==> src/source/vec_engine_pkg.sv <==
package vec_engine_pkg;

    // Widths of the datapath and of the two address spaces.
    localparam int WORD_W    = 32;
    localparam int COEF_W    = 16;
    localparam int ELEM_AW   = 5;
    localparam int STREAM_AW = 4;

    localparam int NUM_ELEMS  = 32;
    // src_buf read plus the two vec_alu stages.
    localparam int PIPE_DEPTH = 3;

    typedef logic [WORD_W-1:0]    word_t;
    typedef logic [2*WORD_W-1:0]  dword_t;
    typedef logic [ELEM_AW-1:0]   elem_addr_t;
    typedef logic [STREAM_AW-1:0] stream_addr_t;
    typedef logic [COEF_W-1:0]    coef_t;

    // One result on its way into dst_buf.
    typedef struct packed {
        logic       out_period;
        elem_addr_t out_addr;
        word_t      result;
    } wb_t;

    typedef enum logic [1:0] {
        IDLE,
        ISSUE,
        DRAIN
    } ctrl_state_t;

endpackage

==> src/source/src_buf.sv <==
`timescale 1ns/100ps

module src_buf
    import vec_engine_pkg::*;
(
    input  logic         clk,
    input  logic         in_v,
    input  stream_addr_t in_a,
    input  dword_t       in_d,
    input  logic         rd_v,
    input  elem_addr_t   rd_addr,
    output word_t        rd_data
);

    // Even elements live in one bank, odd elements in the other.
    word_t bank_even [16];
    word_t bank_odd  [16];

    // A host word fills one entry of each bank.
    always_ff @(posedge clk) begin
        if (in_v) begin
            bank_even[in_a] <= in_d[WORD_W-1:0];
            bank_odd[in_a]  <= in_d[2*WORD_W-1:WORD_W];
        end
    end

    // Registered read, element address bit 0 picks the bank.
    always_ff @(posedge clk) begin
        if (rd_v) begin
            if (rd_addr[0]) begin
                rd_data <= bank_odd[rd_addr[4:1]];
            end
            else begin
                rd_data <= bank_even[rd_addr[4:1]];
            end
        end
    end

endmodule

==> src/source/seq_ctrl.sv <==
`timescale 1ns/100ps

module seq_ctrl
    import vec_engine_pkg::*;
(
    input  logic       clk,
    input  logic       reset,
    input  logic       start,
    output logic       busy,
    output logic       done,
    output logic       rd_v,
    output elem_addr_t rd_addr
);

    ctrl_state_t state;
    logic [1:0]  drain_cnt;

    always_ff @(posedge clk) begin
        if (reset) begin
            state     <= IDLE;
            busy      <= 1'b0;
            done      <= 1'b0;
            rd_v      <= 1'b0;
            rd_addr   <= '0;
            drain_cnt <= '0;
        end
        else begin
            done <= 1'b0;
            case (state)
                IDLE: begin
                    // start is only looked at here, so it is ignored while busy.
                    if (start) begin
                        state   <= ISSUE;
                        busy    <= 1'b1;
                        rd_v    <= 1'b1;
                        rd_addr <= '0;
                    end
                end
                ISSUE: begin
                    if (rd_addr == elem_addr_t'(NUM_ELEMS - 1)) begin
                        state     <= DRAIN;
                        rd_v      <= 1'b0;
                        drain_cnt <= '0;
                    end
                    else begin
                        rd_addr <= rd_addr + 1'b1;
                    end
                end
                DRAIN: begin
                    // The done register itself covers the last pipeline cycle,
                    // so done lines up with the write of element 31.
                    if (drain_cnt == 2'(PIPE_DEPTH - 2)) begin
                        state <= IDLE;
                        busy  <= 1'b0;
                        done  <= 1'b1;
                    end
                    else begin
                        drain_cnt <= drain_cnt + 1'b1;
                    end
                end
                default: begin
                    state <= IDLE;
                end
            endcase
        end
    end

endmodule

==> src/source/vec_alu.sv <==
`timescale 1ns/100ps

module vec_alu
    import vec_engine_pkg::*;
(
    input  logic       clk,
    input  logic       reset,
    input  logic       issue_v,
    input  elem_addr_t issue_addr,
    input  word_t      operand,
    input  coef_t      coef,
    input  word_t      bias,
    output wb_t        wb
);

    logic       s1_v;
    elem_addr_t s1_addr;
    word_t      s1_prod;

    // Stage one. Only the low 32 bits of the product reach the result.
    always_ff @(posedge clk) begin
        if (reset) begin
            s1_v <= 1'b0;
        end
        else begin
            s1_v <= issue_v;
        end
    end

    always_ff @(posedge clk) begin
        s1_addr <= issue_addr;
        s1_prod <= operand * word_t'(coef);
    end

    // Stage two adds bias and wraps at 32 bits.
    always_ff @(posedge clk) begin
        if (reset) begin
            wb.out_period <= 1'b0;
        end
        else begin
            wb.out_period <= s1_v;
        end
    end

    always_ff @(posedge clk) begin
        wb.out_addr <= s1_addr;
        wb.result   <= s1_prod + bias;
    end

endmodule

==> src/source/dst_buf.sv <==
`timescale 1ns/100ps

module dst_buf
    import vec_engine_pkg::*;
(
    input  logic         clk,
    input  logic         stream_v,
    input  stream_addr_t stream_a,
    input  logic         out_period,
    input  elem_addr_t   out_addr,
    input  word_t        result,
    output dword_t       stream_d
);

    // Four banks of 8 results. The half comes from element address bit 4
    // and the parity from bit 0.
    for (genvar h = 0; h < 2; h++) begin : g_half
        for (genvar p = 0; p < 2; p++) begin : g_par
            word_t mem [8];
            word_t rd_q;
            logic  wr_hit;
            logic  rd_hit;

            assign wr_hit = out_period && (out_addr[4] == 1'(h)) && (out_addr[0] == 1'(p));
            assign rd_hit = stream_v && (stream_a[3] == 1'(h));

            // A write wins over a stream read of the same half.
            always_ff @(posedge clk) begin
                if (wr_hit) begin
                    mem[out_addr[3:1]] <= result;
                end
                else if (rd_hit) begin
                    rd_q <= mem[stream_a[2:0]];
                end
            end
        end
    end

    // Odd element goes in the high half of the stream word.
    assign stream_d = stream_a[3] ? {g_half[1].g_par[1].rd_q, g_half[1].g_par[0].rd_q}
                                  : {g_half[0].g_par[1].rd_q, g_half[0].g_par[0].rd_q};

endmodule

==> src/source/vec_engine.sv <==
`timescale 1ns/100ps

module vec_engine
    import vec_engine_pkg::*;
(
    input  logic         clk,
    input  logic         reset,
    input  logic         in_v,
    input  stream_addr_t in_a,
    input  dword_t       in_d,
    input  logic         start,
    input  coef_t        coef,
    input  word_t        bias,
    output logic         busy,
    output logic         done,
    input  logic         stream_v,
    input  stream_addr_t stream_a,
    output dword_t       stream_d
);

    logic       rd_v;
    elem_addr_t rd_addr;
    word_t      rd_data;
    logic       issue_v;
    elem_addr_t issue_addr;
    wb_t        wb;

    src_buf i_src_buf (
        .clk     (clk),
        .in_v    (in_v),
        .in_a    (in_a),
        .in_d    (in_d),
        .rd_v    (rd_v),
        .rd_addr (rd_addr),
        .rd_data (rd_data)
    );

    seq_ctrl i_seq_ctrl (
        .clk     (clk),
        .reset   (reset),
        .start   (start),
        .busy    (busy),
        .done    (done),
        .rd_v    (rd_v),
        .rd_addr (rd_addr)
    );

    // Match the read latency of src_buf so address and data meet at the ALU.
    always_ff @(posedge clk) begin
        if (reset) begin
            issue_v <= 1'b0;
        end
        else begin
            issue_v <= rd_v;
        end
    end

    always_ff @(posedge clk) begin
        issue_addr <= rd_addr;
    end

    vec_alu i_vec_alu (
        .clk        (clk),
        .reset      (reset),
        .issue_v    (issue_v),
        .issue_addr (issue_addr),
        .operand    (rd_data),
        .coef       (coef),
        .bias       (bias),
        .wb         (wb)
    );

    dst_buf i_dst_buf (
        .clk        (clk),
        .stream_v   (stream_v),
        .stream_a   (stream_a),
        .out_period (wb.out_period),
        .out_addr   (wb.out_addr),
        .result     (wb.result),
        .stream_d   (stream_d)
    );

endmodule

==> config.mk <==
export PLATFORM = sky130hd
export DESIGN_NAME = vec_engine
export DESIGN_NICKNAME = d
export VERILOG_FILES = /design/src/source/vec_engine_pkg.sv /design/src/source/src_buf.sv /design/src/source/seq_ctrl.sv /design/src/source/vec_alu.sv /design/src/source/dst_buf.sv /design/src/source/vec_engine.sv
export SDC_FILE = /design/constraint.sdc
export NUM_CORES = 2
export LEC_CHECK = 0
export ABC_AREA = 1
export BUFFER_PORTS_ARGS = -buffer_cell sky130_fd_sc_hd__clkbuf_2
export CORE_ASPECT_RATIO = 1.4
export CORE_MARGIN = 2
export CORE_UTILIZATION = 50
export CTS_CLUSTER_SIZE = 30
export DETAILED_ROUTE_END_ITERATION = 10
export PLACE_DENSITY = 0.78
export REMOVE_ABC_BUFFERS = 1
export SLEW_MARGIN = 15
export SYNTH_ARGS = -nofsm -noshare
export SYNTH_HDL_FRONTEND = slang
export SYNTH_SLANG_ARGS = --single-unit
==> constraint.sdc <==
create_clock -name clk -period 6.4 [get_ports clk]
set_clock_uncertainty 0.1 [all_clocks]
set_input_delay 0.64 -clock clk [delete_from_list [all_inputs] [get_ports clk]]
set_output_delay 0.64 -clock clk [all_outputs]
set_load 0.01 [all_outputs]
# After elaboration in Yosys (flattened, before gate mapping)
# Memory sizes are Yosys's and may differ from the RTL's. A register that Yosys moved wholly into a read port is not among the register bits.
# Index checks and enable logic that the tools add are counted.
# totals
inputBits,125
mem_bits_rw,2048
elab_cells,96
mem_count,6
regBits,126
# memory_table
memory,words,width,read_ports,rd_clocked_by_memory_dff,write_ports,line,rtl
i_src_buf.bank_even,16,32,1,1,1,src_buf.sv:16,word_t bank_even [16];
i_src_buf.bank_odd,16,32,1,1,1,src_buf.sv:17,word_t bank_odd [16];
i_dst_buf.g_half[0].g_par[0].mem,8,32,1,1,1,dst_buf.sv:19,word_t mem [8];
i_dst_buf.g_half[0].g_par[1].mem,8,32,1,1,1,dst_buf.sv:19,
i_dst_buf.g_half[1].g_par[0].mem,8,32,1,1,1,dst_buf.sv:19,
i_dst_buf.g_half[1].g_par[1].mem,8,32,1,1,1,dst_buf.sv:19,
# op_classes
multipliers,1
muxes,32
eq_ne,9
bitwise,8
addsub,3
reduce_logical,22
# ops
op,count
$mux 64,1
$add 32x32->32,1
$mul 32x16->32,1
$mux 32,1
$mux 4,4
$reduce_and 3->1,5
$mux 1,14
$mux 2,5
$mux 5,2
$pmux 5 s2,1
$logic_and 1x1->1,8
$not 1->1,8
$reduce_and 2->1,4
$ne 2x2->1 const B,3
$pmux 2 s3,1
$reduce_bool 2->1,3
$add 5x1->5 const B,1
$eq 5x5->1 const B,1
$eq 2x1->1 const B,2
$ne 2x1->1 const B,2
$pmux 1 s2,2
$pmux 2 s2,1
$add 2x1->2 const B,1
$eq 2x2->1 const B,1
other kinds (2),2

# Longest topological paths before layout
# depth
ltp_word,5
mapped_depth,28
mapped_depth_nobuf,26

# Modules after synthesis
# Synthesis repeated with hierarchy kept, for this count alone.
# hier_totals
hier_cells,10491
hier_area_um2,108441.5
# modules_own_cells
module,area_each_um2,n_inst,cells_per_inst
dst_buf,49505.0,1,4818
src_buf,42599.6,1,3516
vec_alu,15652.5,1,2069
seq_ctrl,554.3,1,80
vec_engine,130.1,1,8

# Worst setup path before layout
# OpenSTA, ideal clock, no wires.
# synth_timing
path_kind,input to register
from,input port coef[2]
to,register i_vec_alu.s1_prod[30]
setup_ps,112
t_required_ps,6188
arrival_ps,5649
setup_slack_ps,539
cell_stages,22
n_path_buf,2
cell_sequence,clkbuf_1 > buf_1 > nand2_1 > fa_1 > fa_1 > fa_1 > fa_1 > inv_1 > fa_1 > inv_1 > fa_1 > inv_1 > ha_1 > nand2_1 > inv_1 > a21oi_1 > nand3_1 > a21oi_1 > or2_1 > nand2_1 > nand2_1 > nand2_1
# synth_via
elab_chain_len,1
# synth_rtl
element,line,rtl
from (decl),vec_engine.sv:12,"input coef_t coef,"
$mul 32x16->32,vec_alu.sv:32,s1_prod <= operand * word_t'(coef);
to (signal assigned),vec_alu.sv:32,
to (decl),vec_alu.sv:18,word_t s1_prod;
# No other way between the ends.
# A chain may end at the register's enable or synchronous reset.

# Worst setup path in the final report
# layout_timing
from,register i_src_buf.rd_data[7]
to,register i_vec_alu.s1_prod[22]
# layout_via
elab_chain_len,1
# layout_rtl
element,line,rtl
from (decl),src_buf.sv:12,output word_t rd_data
from (signal assigned),src_buf.sv:31,rd_data <= bank_odd[rd_addr[4:1]];
from (signal assigned),src_buf.sv:34,rd_data <= bank_even[rd_addr[4:1]];
$mul 32x16->32,vec_alu.sv:32,
# No other way between the ends.

==> impl_metrics.xml <==
<?xml version="1.0" encoding="UTF-8"?>
<metrics>
  <group name="synthesis">
    <metric name="synth-simple-area-share" unit="">0.0993</metric>
    <metric name="yosys.area_share.xor_xnor" unit="">0.00442</metric>
    <metric name="ffs_latches_synth" unit="">2306</metric>
    <metric name="synth.yosys.seq_area_share" unit="">0.675</metric>
    <metric name="post_synth_fa_ha_maj_area_fraction" unit="">0.0730</metric>
    <metric name="synth.lib_cells_used.distinct" unit="">44</metric>
    <metric name="synth.yosys.warnings" unit="">0</metric>
    <metric name="mappedNetlistArea" unit="mm2">0.101</metric>
    <metric name="post_synth_mux_area_share" unit="">0</metric>
    <metric name="synth_top_family_by_area" unit="">compound AO/OA/AOI/OAI gates</metric>
    <metric name="synthesis.area_per_instance" unit="um2">12.2</metric>
    <metric name="netlist_instances" unit="">8319</metric>
    <metric name="synth_compound_gate_area_share" unit="">0.102</metric>
  </group>
  <group name="timing">
    <metric name="slew_worst_pin" unit="ps">1160</metric>
    <metric name="relSlewSlack" unit="">0.224</metric>
    <metric name="slew_violations" unit="">0</metric>
    <metric name="post-route-period-util" unit="">0.943</metric>
    <metric name="post-route-min-period" unit="ps">6030</metric>
    <metric name="rsz0062_at_grt" unit="">false</metric>
    <metric name="max_freq" unit="MHz">166</metric>
    <metric name="setup_viol_count_final" unit="">0</metric>
    <metric name="timing.final.hold_violations" unit="">0</metric>
  </group>
  <group name="cells_and_area">
    <metric name="num-fill-cells" unit="">15600</metric>
    <metric name="layout_commonest_cell" unit="">sky130_fd_sc_hd__edfxtp_1</metric>
    <metric name="mostFrequentLayoutCells" unit="">sky130_fd_sc_hd__edfxtp_1 (2,208), sky130_fd_sc_hd__nor2_1 (1,543), sky130_fd_sc_hd__o21ai_0 (1,034)</metric>
    <metric name="combined_area_of_the_multi_input_logic_cells" unit="mm2">0.0285</metric>
    <metric name="sequential_cell_area" unit="mm2">0.0683</metric>
    <metric name="flow.area_growth_from_synthesis" unit="%">10.2</metric>
    <metric name="finalCoreUtilization" unit="">0.553</metric>
    <metric name="post_route_cells_drive_above_1_share" unit="">0.0792</metric>
    <metric name="finish.net_count" unit="">8867</metric>
  </group>
  <group name="clocking">
    <metric name="cts.sink_count" unit="">2306</metric>
    <metric name="cts-resized-gates" unit="">0</metric>
    <metric name="cts_tree" unit="">yes</metric>
    <metric name="worst_skew_pair.late_latency" unit="ps">880</metric>
    <metric name="htree_levels" unit="">4</metric>
    <metric name="clk_pin_slew" unit="ps">70</metric>
    <metric name="cts.root.buffer_cell" unit="">sky130_fd_sc_hd__clkbuf_16</metric>
    <metric name="post_cts.repair.setup_buffers" unit="">0</metric>
    <metric name="hold_buffer_count_at_cts" unit="">2</metric>
    <metric name="clockBufferDepth" unit="">4</metric>
    <metric name="cts_inserted_buffers" unit="">207</metric>
  </group>
  <group name="status">
    <metric name="run_status" unit="">complete, no violations</metric>
  </group>
  <group name="worst_setup_path">
    <metric name="worst_ep_required_time" unit="ps">7040</metric>
    <metric name="worstPathArrival" unit="ps">6680</metric>
    <metric name="reg2reg_path_depth" unit="">20</metric>
    <metric name="crit_path_cell_trace" unit="">buf_4 -&gt; nand2_1 -&gt; fa_1 -&gt; inv_1 -&gt; fa_1 -&gt; fa_1 -&gt; fa_1 -&gt; fa_1 -&gt; inv_1 -&gt; fa_1 -&gt; inv_1 -&gt; ha_1 -&gt; nand2_1 -&gt; nor2_1 -&gt; inv_1 -&gt; nor2_1 -&gt; nand4_1 -&gt; nand3_1 -&gt; a21oi_1 -&gt; xnor2_1</metric>
    <metric name="r2r_start" unit="">i_src_buf.rd_data[7]$_DFFE_PP_</metric>
    <metric name="reg2reg_slack" unit="ps">370</metric>
    <metric name="timing.critical_path.to_type" unit="">register</metric>
    <metric name="cp_slowest_cell" unit="">sky130_fd_sc_hd__edfxtp_1</metric>
    <metric name="worstReg2RegEnd" unit="">i_vec_alu.s1_prod[22]$_DFF_P_</metric>
    <metric name="critical_path.most_common_cell" unit="">sky130_fd_sc_hd__fa_1</metric>
    <metric name="worst_setup_path_start_kind" unit="">register</metric>
    <metric name="cp_max_fo" unit="">11</metric>
    <metric name="max_stage_delay" unit="ps">800</metric>
    <metric name="worstSetupPathType" unit="">register to register</metric>
    <metric name="critical_path.top_delay_family" unit="">adder cells</metric>
    <metric name="crit_buf_inv" unit="">5</metric>
  </group>
  <group name="detailed_routing">
    <metric name="drt_first_pass_iters" unit="">6</metric>
    <metric name="remaining_drc_errors" unit="">0</metric>
    <metric name="drt-vias-per-instance" unit="">5.96</metric>
    <metric name="route.layer.met1.wl" unit="um">90500</metric>
    <metric name="route.antenna.remaining_nets" unit="">0</metric>
    <metric name="top_layer" unit="">met5</metric>
    <metric name="met3WireLength" unit="um">28700</metric>
    <metric name="first_iter_violations" unit="">8454</metric>
    <metric name="route.vias.total" unit="">66500</metric>
    <metric name="postRouteWirelength" unit="um">262000</metric>
    <metric name="wl_met2" unit="um">130000</metric>
    <metric name="wire_per_inst" unit="um">23.4</metric>
  </group>
  <group name="floorplan">
    <metric name="area_enclosed_by_the_die_boundary" unit="mm2">0.206</metric>
    <metric name="top_level_ports" unit="">191</metric>
    <metric name="placementRows" unit="">195</metric>
    <metric name="fp.dieW" unit="um">384</metric>
    <metric name="dieHeight" unit="um">536</metric>
    <metric name="initial_cell_density_of_the_core" unit="">0.502</metric>
    <metric name="total_core_area" unit="mm2">0.201</metric>
  </group>
  <group name="min_path">
    <metric name="holdPathStages" unit="">1</metric>
    <metric name="timing.hold.worst.class" unit="">input pin to register</metric>
    <metric name="worstHoldEndpoint" unit="">i_src_buf.bank_odd[11][14]$_DFFE_PP_</metric>
    <metric name="min-delay-start" unit="">in_d[46]</metric>
  </group>
  <group name="place">
    <metric name="port-buffer-count" unit="">190</metric>
    <metric name="placer_s_final_routability_congestion_estimate" unit="">0.902</metric>
    <metric name="dpl.hpwl" unit="um">149000</metric>
  </group>
  <group name="global_route">
    <metric name="maximum_number_of_pins_on_one_net_before_global_route_repair" unit="">207</metric>
    <metric name="grt_antenna_before_repair" unit="">26</metric>
    <metric name="grt_first_pass_wirelength" unit="um">392000</metric>
    <metric name="gr-total-overflow" unit="">0</metric>
    <metric name="grt_usage" unit="">0.250</metric>
    <metric name="first_global_vias" unit="">66800</metric>
  </group>
  <group name="job">
    <metric name="timing.max_cap.violations" unit="">0</metric>
  </group>
</metrics>
-- metal layers --
metal / GRT usage / up-vias
li1: - / 29200
met2: 0.426 / 3984
met5: 0 / -
met1: 0.304 / 32500
met3: 0.0517 / 796
met4: 0.116 / 28
-- cells in the mapped netlist --
library cell                   n  share of area
sky130_fd_sc_hd__fa_1        305          0.060
sky130_fd_sc_hd__xor2_1       38         0.0033
sky130_fd_sc_hd__dfxtp_1      98          0.019
sky130_fd_sc_hd__a31oi_1     155         0.0096
sky130_fd_sc_hd__a211oi_1      1       0.000074
sky130_fd_sc_hd__o211a_1       1       0.000099
sky130_fd_sc_hd__or2_2         1       0.000062
sky130_fd_sc_hd__o22ai_1     200          0.012
sky130_fd_sc_hd__clkinv_2      1       0.000049
sky130_fd_sc_hd__inv_2         2       0.000074
sky130_fd_sc_hd__o211ai_1      3        0.00022
sky130_fd_sc_hd__inv_8         1        0.00011
sky130_fd_sc_hd__o21ai_1      95         0.0047
sky130_fd_sc_hd__a21oi_1     106         0.0052
sky130_fd_sc_hd__or2_1         1       0.000062
sky130_fd_sc_hd__ha_1        102          0.013
sky130_fd_sc_hd__o221ai_1    185          0.016
sky130_fd_sc_hd__nand4_1      10        0.00062
sky130_fd_sc_hd__o2111ai_1     1       0.000087
sky130_fd_sc_hd__buf_6        19         0.0021
sky130_fd_sc_hd__o311ai_0      1       0.000087
sky130_fd_sc_hd__and3_1        3        0.00019
sky130_fd_sc_hd__buf_4        25         0.0019
sky130_fd_sc_hd__a21o_1       10        0.00074
sky130_fd_sc_hd__nand3_1     144         0.0071
sky130_fd_sc_hd__nor3_1       11        0.00054
sky130_fd_sc_hd__nand2_1     841          0.031
sky130_fd_sc_hd__clkbuf_1    313          0.012
sky130_fd_sc_hd__edfxtp_1   2208           0.66
sky130_fd_sc_hd__o21bai_1      6        0.00045
sky130_fd_sc_hd__o21a_1        3        0.00022
sky130_fd_sc_hd__inv_1       623          0.023
sky130_fd_sc_hd__buf_1        27         0.0010
sky130_fd_sc_hd__nor2_1     1591          0.059
sky130_fd_sc_hd__o21ai_0    1034          0.051
sky130_fd_sc_hd__buf_2       123         0.0061
sky130_fd_sc_hd__clkbuf_2      2       0.000099
sky130_fd_sc_hd__nand3b_1      3        0.00022
sky130_fd_sc_hd__o31ai_1       3        0.00022
sky130_fd_sc_hd__xnor2_1      13         0.0011
sky130_fd_sc_hd__buf_8         3        0.00045
sky130_fd_sc_hd__a21boi_0      2        0.00015
sky130_fd_sc_hd__a21oi_2       2        0.00017
sky130_fd_sc_hd__nor4_1        3        0.00019
-- state kept, by name, indices dropped and copies added (netlist names), 32 cells and up, named ones only --
name / cells
i_src_buf.bank_even: 512
i_src_buf.bank_odd: 512
i_vec_alu.wb: 38
i_src_buf.rd_data: 32
i_vec_alu.s1_prod: 32
i_dst_buf.g_half.g_par.mem: 1024
i_dst_buf.g_half.g_par.rd_q: 128
-- layout make-up --
cell class | instances | share of cell area
Clock buffer | 257 | 0.0487
Multi-Input combinational cell | 4874 | 0.256
Timing Repair Buffer | 319 | 0.0204
Sequential cell | 2306 | 0.613
Antenna cell | 12 | 0.000270
Tap cell | 2659 | 0.0299
Inverter | 627 | 0.0216
Clock inverter | 114 | 0.0102
-- worst reg2reg max path: cells and delay by family (launching register included) --
family          cells  cell delay [ps]
fa+ha+maj           7             3370
simple gates        6              920
flops               1              800
buf+inv             5              540
xor+xnor            1              120
compound gates      1               90
-- worst max-delay path by stage --
stage	from	end	slack, ps	depth (start not counted)
after detailed placement	coef[2]	i_vec_alu.s1_prod[30]$_DFF_P_	-9	23
after global routing	i_src_buf.rd_data[5]$_DFFE_PP_	i_vec_alu.s1_prod[21]$_DFF_P_	90	20
final	i_src_buf.rd_data[7]$_DFFE_PP_	i_vec_alu.s1_prod[22]$_DFF_P_	370	20
after floorplan	register	i_src_buf.rd_data[24]$_DFFE_PP_	-6720	7
after CTS	i_src_buf.rd_data[7]$_DFFE_PP_	i_vec_alu.s1_prod[22]$_DFF_P_	400	20
after global placement	coef[1]	i_vec_alu.s1_prod[30]$_DFF_P_	110	23
-- logic make-up (layout without fill, tap and decap cells) --
group           after synthesis  in the layout
buf+inv                    1139           1317
flops                      2306           2306
other cells                   0             12
compound gates             1808           1808
fa+ha+maj                   407            407
simple gates               2608           2608
xor+xnor                     51             51
-- per-stage QoR --
step           hold slack, ps  worst slack [ps]  TNS [ps]  cells  instance area, um2
2_1_floorplan             210             -6720   -214070   7807               98800
4_1_cts                  29.6               402         0  11200              111000
5_1_grt                  75.3              90.6         0  11200              111000
6_report                 81.2               365         0  11200              111000
3_5_place_dp              212             -8.85     -8.85  10800              105000
3_3_place_gp              216               108         0  10800              105000
Power is left out: the tool's default activity adds up to more than one toggle a clock period on the data nets, which glitch-free logic cannot reach.
